**src/hw/mrelbp_ci_pkg.sv**
```systemverilog
`default_nettype none

package mrelbp_ci_pkg;

    // ========================================================================
    // Frame geometry
    // ========================================================================
    localparam int COLS   = 11;
    localparam int ROWS   = 11;
    localparam int RADIUS = 4;
    localparam int PIX_W  = 8;

    localparam int INNER_COUNT = (COLS - 2 * RADIUS) * (ROWS - 2 * RADIUS);
    localparam int SUM_W       = $clog2(INNER_COUNT * ((2 ** PIX_W) - 1) + 1);
    localparam int COL_W       = $clog2(COLS);
    localparam int ROW_W       = $clog2(ROWS);
    localparam int CENTER_COL  = COLS / 2;
    localparam int CENTER_ROW  = ROWS / 2;
    localparam int DIV_CNT_W   = $clog2(SUM_W);  // Divider step counter

    // ========================================================================
    // Stream payloads
    // ========================================================================
    typedef struct packed {
        logic [PIX_W-1:0] p0;  // Top left
        logic [PIX_W-1:0] p1;
        logic [PIX_W-1:0] p2;
        logic [PIX_W-1:0] p3;
        logic [PIX_W-1:0] p4;  // Window centre
        logic [PIX_W-1:0] p5;
        logic [PIX_W-1:0] p6;
        logic [PIX_W-1:0] p7;
        logic [PIX_W-1:0] p8;  // Bottom right
    } window_t;

    typedef struct packed {
        logic inner;   // At least RADIUS from every border
        logic center;
        logic last;    // Final position of the frame
    } pos_tag_t;

    typedef struct packed {
        pos_tag_t         tag;
        logic [PIX_W-1:0] median;
    } med_item_t;

    typedef struct packed {
        logic [SUM_W-1:0] sum;
        logic [PIX_W-1:0] center;
    } frame_res_t;

endpackage

`default_nettype wire

```
**src/hw/pipe_reg.sv**
```systemverilog
`default_nettype none

module pipe_reg #(
    parameter type T = logic [7:0]
) (
    input  logic clk,
    input  logic rst,
    input  logic valid_i,
    input  T     data_i,
    output logic valid_o,
    output T     data_o
);

    always_ff @(posedge clk) begin
        if (rst) begin
            valid_o <= 1'b0;
        end else begin
            valid_o <= valid_i;
        end
    end

    // Payload only moves with a valid beat
    always_ff @(posedge clk) begin
        if (valid_i) begin
            data_o <= data_i;
        end
    end

endmodule

`default_nettype wire

```
**src/hw/ci_scan_ctrl.sv**
```systemverilog
`default_nettype none

module ci_scan_ctrl (
    input  logic                    clk,
    input  logic                    rst,
    input  logic                    win_valid_i,
    input  mrelbp_ci_pkg::window_t  win_i,
    output logic                    valid_o,
    output mrelbp_ci_pkg::window_t  win_o,
    output mrelbp_ci_pkg::pos_tag_t tag_o,
    output logic                    progress_done_o
);
    import mrelbp_ci_pkg::*;

    logic [COL_W-1:0] col_q;
    logic [ROW_W-1:0] row_q;
    logic             col_last;
    logic             row_last;
    logic             col_inner;
    logic             row_inner;
    pos_tag_t         tag_d;

    assign col_last = (col_q == COL_W'(COLS - 1));
    assign row_last = (row_q == ROW_W'(ROWS - 1));

    // Interior band on each axis
    assign col_inner = (col_q >= COL_W'(RADIUS)) &&
                       (col_q <= COL_W'(COLS - 1 - RADIUS));
    assign row_inner = (row_q >= ROW_W'(RADIUS)) &&
                       (row_q <= ROW_W'(ROWS - 1 - RADIUS));

    always_comb begin
        tag_d.inner  = col_inner & row_inner;
        tag_d.center = (col_q == COL_W'(CENTER_COL)) &&
                       (row_q == ROW_W'(CENTER_ROW));
        tag_d.last   = col_last & row_last;
    end

    // ========================================================================
    // Position counters, raster order
    // ========================================================================
    always_ff @(posedge clk) begin
        if (rst) begin
            col_q <= '0;
            row_q <= '0;
        end else if (win_valid_i) begin
            if (col_last) begin
                col_q <= '0;
                row_q <= row_last ? '0 : row_q + 1'b1;  // Wrap at frame end
            end else begin
                col_q <= col_q + 1'b1;
            end
        end
    end

    always_ff @(posedge clk) begin
        if (rst) begin
            valid_o         <= 1'b0;
            progress_done_o <= 1'b0;
        end else begin
            valid_o         <= win_valid_i;
            progress_done_o <= win_valid_i & tag_d.last;
        end
    end

    always_ff @(posedge clk) begin
        if (win_valid_i) begin
            win_o <= win_i;
            tag_o <= tag_d;
        end
    end

endmodule

`default_nettype wire

```
**src/hw/median9.sv**
```systemverilog
`default_nettype none

module median9 (
    input  logic                     clk,
    input  logic                     rst,
    input  logic                     valid_i,
    input  mrelbp_ci_pkg::window_t   win_i,
    input  mrelbp_ci_pkg::pos_tag_t  tag_i,
    output logic                     valid_o,
    output mrelbp_ci_pkg::med_item_t item_o
);
    import mrelbp_ci_pkg::*;

    // Index 0 is the smallest of a trio
    typedef logic [2:0][PIX_W-1:0] trio_t;

    typedef struct packed {
        pos_tag_t        tag;
        logic [2:0][2:0][PIX_W-1:0] rows;  // Each row sorted
    } s1_t;

    typedef struct packed {
        pos_tag_t tag;
        trio_t    cand;  // Max of mins, median of mids, min of maxes
    } s2_t;

    function automatic trio_t sort3(input logic [PIX_W-1:0] a,
                                    input logic [PIX_W-1:0] b,
                                    input logic [PIX_W-1:0] c);
        logic [PIX_W-1:0] lo;
        logic [PIX_W-1:0] hi;
        trio_t            res;
        lo = (a < b) ? a : b;
        hi = (a < b) ? b : a;
        if (c < lo) begin
            res = {hi, lo, c};
        end else if (c > hi) begin
            res = {c, hi, lo};
        end else begin
            res = {hi, c, lo};
        end
        return res;
    endfunction

    s1_t       s1_d;
    s1_t       s1_q;
    s2_t       s2_d;
    s2_t       s2_q;
    med_item_t s3_d;
    logic      s1_valid;
    logic      s2_valid;
    trio_t     lows;
    trio_t     mids;
    trio_t     highs;
    trio_t     fin;

    // ========================================================================
    // Stage 1 sorts the three rows
    // ========================================================================
    always_comb begin
        s1_d.tag     = tag_i;
        s1_d.rows[0] = sort3(win_i.p0, win_i.p1, win_i.p2);
        s1_d.rows[1] = sort3(win_i.p3, win_i.p4, win_i.p5);
        s1_d.rows[2] = sort3(win_i.p6, win_i.p7, win_i.p8);
    end

    pipe_reg #(.T(s1_t)) u_s1 (
        .clk     (clk),
        .rst     (rst),
        .valid_i (valid_i),
        .data_i  (s1_d),
        .valid_o (s1_valid),
        .data_o  (s1_q)
    );

    // Stage 2 works column-wise on the sorted rows
    always_comb begin
        lows  = sort3(s1_q.rows[0][0], s1_q.rows[1][0], s1_q.rows[2][0]);
        mids  = sort3(s1_q.rows[0][1], s1_q.rows[1][1], s1_q.rows[2][1]);
        highs = sort3(s1_q.rows[0][2], s1_q.rows[1][2], s1_q.rows[2][2]);
        s2_d.tag  = s1_q.tag;
        s2_d.cand = {highs[0], mids[1], lows[2]};
    end

    pipe_reg #(.T(s2_t)) u_s2 (
        .clk     (clk),
        .rst     (rst),
        .valid_i (s1_valid),
        .data_i  (s2_d),
        .valid_o (s2_valid),
        .data_o  (s2_q)
    );

    always_comb begin
        fin         = sort3(s2_q.cand[0], s2_q.cand[1], s2_q.cand[2]);
        s3_d.tag    = s2_q.tag;
        s3_d.median = fin[1];  // Median of nine
    end

    pipe_reg #(.T(med_item_t)) u_s3 (
        .clk     (clk),
        .rst     (rst),
        .valid_i (s2_valid),
        .data_i  (s3_d),
        .valid_o (valid_o),
        .data_o  (item_o)
    );

endmodule

`default_nettype wire

```
**src/hw/ci_accumulator.sv**
```systemverilog
`default_nettype none

module ci_accumulator (
    input  logic                      clk,
    input  logic                      rst,
    input  logic                      valid_i,
    input  mrelbp_ci_pkg::med_item_t  item_i,
    output logic                      res_valid_o,
    output mrelbp_ci_pkg::frame_res_t res_o
);
    import mrelbp_ci_pkg::*;

    logic [SUM_W-1:0] sum_q;
    logic [SUM_W-1:0] sum_d;
    logic [PIX_W-1:0] center_q;

    // Border positions add nothing
    assign sum_d = sum_q + (item_i.tag.inner ? SUM_W'(item_i.median) : '0);

    always_ff @(posedge clk) begin
        if (rst) begin
            sum_q       <= '0;
            res_valid_o <= 1'b0;
        end else begin
            res_valid_o <= valid_i & item_i.tag.last;
            if (valid_i) begin
                sum_q <= item_i.tag.last ? '0 : sum_d;  // Restart for next frame
            end
        end
    end

    always_ff @(posedge clk) begin
        if (valid_i && item_i.tag.center) begin
            center_q <= item_i.median;
        end
    end

    // ========================================================================
    // Frame result, includes the last item itself
    // ========================================================================
    always_ff @(posedge clk) begin
        if (valid_i && item_i.tag.last) begin
            res_o.sum    <= sum_d;
            res_o.center <= item_i.tag.center ? item_i.median : center_q;
        end
    end

endmodule

`default_nettype wire

```
**src/hw/ci_mean_compare.sv**
```systemverilog
`default_nettype none

module ci_mean_compare (
    input  logic                            clk,
    input  logic                            rst,
    input  logic                            res_valid_i,
    input  mrelbp_ci_pkg::frame_res_t       res_i,
    output logic                            ci_valid_o,
    output logic                            ci_o,
    output logic [mrelbp_ci_pkg::PIX_W-1:0] mean_q_o,
    output logic [mrelbp_ci_pkg::SUM_W-1:0] mean_r_o
);
    import mrelbp_ci_pkg::*;

    logic                 busy_q;
    logic [DIV_CNT_W-1:0] step_q;
    logic [SUM_W-1:0]     dividend_q;
    logic [SUM_W-1:0]     rem_q;
    logic [PIX_W-1:0]     quo_q;
    logic [PIX_W-1:0]     center_q;

    logic [SUM_W:0]       shifted;
    logic                 fits;
    logic [SUM_W-1:0]     rem_d;
    logic [PIX_W-1:0]     quo_d;
    logic                 ci_d;

    // ========================================================================
    // One restoring step per cycle, MSB of the dividend first
    // ========================================================================
    always_comb begin
        shifted = {rem_q, dividend_q[SUM_W-1]};
        fits    = (shifted >= (SUM_W + 1)'(INNER_COUNT));
        rem_d   = fits ? SUM_W'(shifted - (SUM_W + 1)'(INNER_COUNT))
                       : shifted[SUM_W-1:0];
        quo_d   = {quo_q[PIX_W-2:0], fits};
        // Centre not below the exact mean
        ci_d    = (center_q > quo_d) || ((center_q == quo_d) && (rem_d == '0));
    end

    always_ff @(posedge clk) begin
        if (rst) begin
            busy_q     <= 1'b0;
            step_q     <= '0;
            ci_valid_o <= 1'b0;
            ci_o       <= 1'b0;
            mean_q_o   <= '0;
            mean_r_o   <= '0;
        end else begin
            ci_valid_o <= 1'b0;
            if (res_valid_i) begin
                busy_q <= 1'b1;
                step_q <= '0;
            end else if (busy_q) begin
                step_q <= step_q + 1'b1;
                if (step_q == DIV_CNT_W'(SUM_W - 1)) begin
                    busy_q     <= 1'b0;
                    ci_valid_o <= 1'b1;
                    ci_o       <= ci_d;
                    mean_q_o   <= quo_d;
                    mean_r_o   <= rem_d;
                end
            end
        end
    end

    always_ff @(posedge clk) begin
        if (res_valid_i) begin
            dividend_q <= res_i.sum;
            center_q   <= res_i.center;
            rem_q      <= '0;
            quo_q      <= '0;
        end else if (busy_q) begin
            dividend_q <= {dividend_q[SUM_W-2:0], 1'b0};
            rem_q      <= rem_d;
            quo_q      <= quo_d;
        end
    end

endmodule

`default_nettype wire

```
**src/hw/mrelbp_ci_r4.sv**
```systemverilog
`default_nettype none

module mrelbp_ci_r4 (
    input  logic                            clk,
    input  logic                            rst,
    input  logic                            win_valid_i,
    input  mrelbp_ci_pkg::window_t          win_i,
    output logic                            progress_done_o,
    output logic                            ci_valid_o,
    output logic                            ci_o,
    output logic [mrelbp_ci_pkg::PIX_W-1:0] mean_q_o,
    output logic [mrelbp_ci_pkg::SUM_W-1:0] mean_r_o
);
    import mrelbp_ci_pkg::*;

    logic       scan_valid;
    window_t    scan_win;
    pos_tag_t   scan_tag;
    logic       med_valid;
    med_item_t  med_item;
    logic       res_valid;
    frame_res_t res;

    // ========================================================================
    // Tag, median, accumulate, divide and compare
    // ========================================================================
    ci_scan_ctrl u_scan (
        .clk             (clk),
        .rst             (rst),
        .win_valid_i     (win_valid_i),
        .win_i           (win_i),
        .valid_o         (scan_valid),
        .win_o           (scan_win),
        .tag_o           (scan_tag),
        .progress_done_o (progress_done_o)
    );

    median9 u_median (
        .clk     (clk),
        .rst     (rst),
        .valid_i (scan_valid),
        .win_i   (scan_win),
        .tag_i   (scan_tag),
        .valid_o (med_valid),
        .item_o  (med_item)
    );

    ci_accumulator u_acc (
        .clk         (clk),
        .rst         (rst),
        .valid_i     (med_valid),
        .item_i      (med_item),
        .res_valid_o (res_valid),
        .res_o       (res)
    );

    ci_mean_compare u_mean (
        .clk         (clk),
        .rst         (rst),
        .res_valid_i (res_valid),
        .res_i       (res),
        .ci_valid_o  (ci_valid_o),
        .ci_o        (ci_o),
        .mean_q_o    (mean_q_o),
        .mean_r_o    (mean_r_o)
    );

endmodule

`default_nettype wire

```
**config.mk**
```make
export PLATFORM = sky130hd
export DESIGN_NAME = mrelbp_ci_r4
export DESIGN_NICKNAME = d
export VERILOG_FILES = /design/src/hw/mrelbp_ci_pkg.sv /design/src/hw/pipe_reg.sv /design/src/hw/ci_scan_ctrl.sv /design/src/hw/median9.sv /design/src/hw/ci_accumulator.sv /design/src/hw/ci_mean_compare.sv /design/src/hw/mrelbp_ci_r4.sv
export SDC_FILE = /design/constraint.sdc
export NUM_CORES = 1
export LEC_CHECK = 0
export ABC_AREA = 1
export BUFFER_PORTS_ARGS = -buffer_cell sky130_fd_sc_hd__buf_2
export CAP_MARGIN = 30
export CORE_UTILIZATION = 45
export CTS_CLUSTER_DIAMETER = 80
export DETAILED_ROUTE_END_ITERATION = 6
export GPL_TIMING_DRIVEN = 0
export PLACE_DENSITY = 0.71
export SYNTH_ARGS = -nofsm -noshare
export SYNTH_HDL_FRONTEND = slang
export SYNTH_SLANG_ARGS = --single-unit
```
**constraint.sdc**
```tcl
create_clock -name clk -period 3.3 [get_ports clk]
set_input_delay 0.66 -clock clk [delete_from_list [all_inputs] [get_ports clk]]
set_output_delay 0.66 -clock clk [all_outputs]
set_load 0.05 [all_outputs]
```
==> results.tsv <==
stage	metric	value	unit
grt	grt_pass1_vias	14100	
clocking	cts_tree	built	
die	ios	98	
sta	timing.final.crit_share	97.5	%
clocking	clkLatencyLatePin	0.55	ns
worst_hold_path	hold_path_depth	1	
sta	fin_skew	0.0199	ns
clocking	clk_pin_slew	0.06	ns
setup_path	cp.required	3.60	ns
clocking	clock-sinks	308	
layout	final_common_cell	nand2_1	
clocking	cts_buffers	35	
synthesis	ys_warn_count	0	
power_and_ir_drop	power_density	682	nW/µm²
sta	slew_headroom	47.5	%
route	met1_length	18800	µm
die	dieArea	40700	µm²
placement	port_buffers	97	
layout	final_nets	2572	
power_and_ir_drop	peakVddDrop	0.497	mV
job	maxCapViolCount	0	
sta	worst_hold_slack	0.289	ns
placement	hpwl	31700	µm
placement	dp_slack	-0.882	ns
synthesis	syn-cell-area	18000	µm²
synthesis	ys_ff_latch	308	
power_and_ir_drop	leakagePower	0.0101	µW
sta	finalCriticalPeriod	3.22	ns
clocking	cts-root-buf	clkbuf_16	
grt	grt_pass1_wl	68500	µm
worst_hold_path	hold_class	primary input to register	
route	dr.first_iter.drc_count	847	
route	wl_per_cell	15.1	µm
sta	layout_setup_ws	0.0825	ns
synthesis	synth.distinct_cells	42	
outcome	outcome	completed	
sta	worst_pin_slew	0.787	ns
sta	finalHoldViolations	0	
clocking	ctsHoldBuffers	0	
synthesis	synthCells	2124	
clocking	htree_levels	2	
route	viasPerCell	5.19	
layout	diodes	0	
die	dieHeight	202	µm
placement	gp_congestion	0.913	
layout	fin_util	55.9	%
synthesis	syn_nets	2365	
setup_path	worst-path-max-fanout	10	
grt	grt.total_usage	20.7	%
clocking	cts_buffer_depth	3	
sta	fmax	311	MHz
synthesis	synth_seq_area_share	47.5	%
layout	finalNonFillerCells	2875	
die	placementRows	72	
route	dr.max_layer_used	met4	
sta	final-max-slew-violation-count	0	
layout	areaGrowthSynthToFinish	21.4	%
route	num_vias	14900	
placement	placed_cells_incl_taps	2742	
grt	grt_max_degree	80	
setup_path	ff2ff_path_depth	19	
setup_path	cp-end-kind	register	
route	wl	43500	µm
setup_path	crit_type	register to register	
setup_path	startpoint_type	register	
grt	antenna_found_initial	0	
sta	fin_tns_setup	0	ns
die	fp.dieW	202	µm
route	drcViolationCount	0	
sta	finalSetupViolCount	0	
synthesis	syn_area_per_cell	8.45	µm²
layout	drive_above_1_share	18.8	%
setup_path	arrival	3.51	ns
route	first_pass_iters	5	
die	start_util	46.0	%
route	ant_nets	0	
die	core_area	39000	µm²
grt	gr-total-overflow	0	
layout	final_cell_mix	nand2_1 (616), inv_1 (259), edfxtp_1 (236)	
sta	rsz0062_at_grt	true	
route	wl_met3	1720	µm
route	wl_met2	21600	µm
cell families (layout without fill, tap and decap cells):
group / count (synthesis) / in the layout / share of synthesized area, %
AND/OR/NAND/NOR: 919 / 919 / 21.0
buffers and inverters: 354 / 586 / 7.75
AO/OA/AOI/OAI: 345 / 346 / 10.4
flip-flops: 308 / 308 / 47.5
adder cells (fa/ha/maj): 166 / 166 / 11.6
XOR/XNOR: 17 / 17 / 0.829
multiplexers: 15 / 15 / 0.941
metal layers:
metal | track usage (%) | vias to the layer above
met5 | 0 | -
li1 | - | 7506
met2 | 35.8 | 351
met3 | 3.14 | 85
met1 | 25.6 | 6991
met4 | 8.52 | 0
cell usage after synthesis, drive strengths merged:
cell type	number	share of area, %
ha	165	11
or2	1	0.035
nor3b	1	0.042
o21a	8	0.33
nor3	11	0.31
buf	25	0.87
nand3	147	4.2
nor2	96	2.1
inv	290	6.1
dfxtp	72	8.0
nand2	645	14
nor4	2	0.070
o22ai	16	0.56
and2	6	0.21
fa	1	0.11
edfxtp	236	39
nand4	9	0.31
clkbuf	37	0.77
a211oi	11	0.49
o21bai	2	0.084
mux2	15	0.94
a21oi	114	3.3
o21ai	182	5.1
o211ai	10	0.42
clkinv	2	0.042
and3	1	0.035
xor2	17	0.83
a31oi	1	0.035
a21boi	1	0.042
where the power goes:
part / leakage, µW / total, µW / switching [µW] / internal [µW]
clock network: 0.000573 / 3960 / 1600 / 2360
logic: 0.00671 / 5860 / 3510 / 2350
registers: 0.00280 / 5040 / 293 / 4750
total: 0.0101 / 14900 / 5400 / 9460
stage by stage:
stage                     area (µm²)  power, µW
after floorplan                18000       8510
after global placement         19100       9630
after detailed placement       19200       9790
after CTS                      20700      14100
after global routing           21800      15800
final                          21800      14900
state kept, by name (all words and copies together), names as in the netlist, 3 cells and up:
name                  cells
u_median.u_s2.data_o     27
u_mean.step_q             4
u_acc.sum_q              12
u_mean.mean_r_o          12
u_median.u_s1.data_o     75
u_mean.rem_q             12
u_acc.center_q            8
u_mean.mean_q_o           8
u_scan.col_q              4
u_acc.res_o              20
u_scan.row_q              4
u_scan.tag_o              3
u_mean.center_q           8
u_median.u_s3.data_o     11
u_mean.dividend_q        12
u_mean.quo_q              7
u_scan.win_o             72
final cells by class:
cell class	instances	area, µm²
multi-input cells	1463	8760
well taps	518	648
fillers	3333	17200
repair buffers	170	1120
clock buffers	51	997
plain buffers	61	457
clock inverters	12	175
flip-flops and latches	308	8530
inverters	292	1100
critical path, cell delays in order, from the launching register on:
cell and delay (ns):
edfxtp_1 0.41, inv_2 0.08, ha_1 0.24, nand2_1 0.06
inv_1 0.04, nor2_1 0.08, o21a_1 0.16, nand2_2 0.10
buf_6 0.16, o21ai_4 0.16, inv_2 0.06, ha_4 0.27
nand2_2 0.10, o21ai_2 0.14, nand2_1 0.05, o211ai_1 0.20
o21ai_4 0.18, mux2_4 0.34, nand2_1 0.07, nand2_1 0.05
worst paths after layout:
path	startpoint	end	slack, ns
worst max-delay path	u_median.u_s1.data_o[31]	u_median.u_s2.data_o[7]	0.08
worst min-delay path	win_i[31]	u_scan.win_o[31]	0.29
worst max register to register	u_median.u_s1.data_o[31]	u_median.u_s2.data_o[7]	0.08
worst min register to register	u_median.u_s2.data_o[25]	u_median.u_s3.data_o[9]	0.41
repair_timing:
item	4_1_cts	5_1_grt
gates cloned	0	5
setup buffers	9	56
setup endpoints to repair	104	104
pin swaps	4	36
resized for setup	108	205
Note: power is estimated with default switching activity, not from simulation.
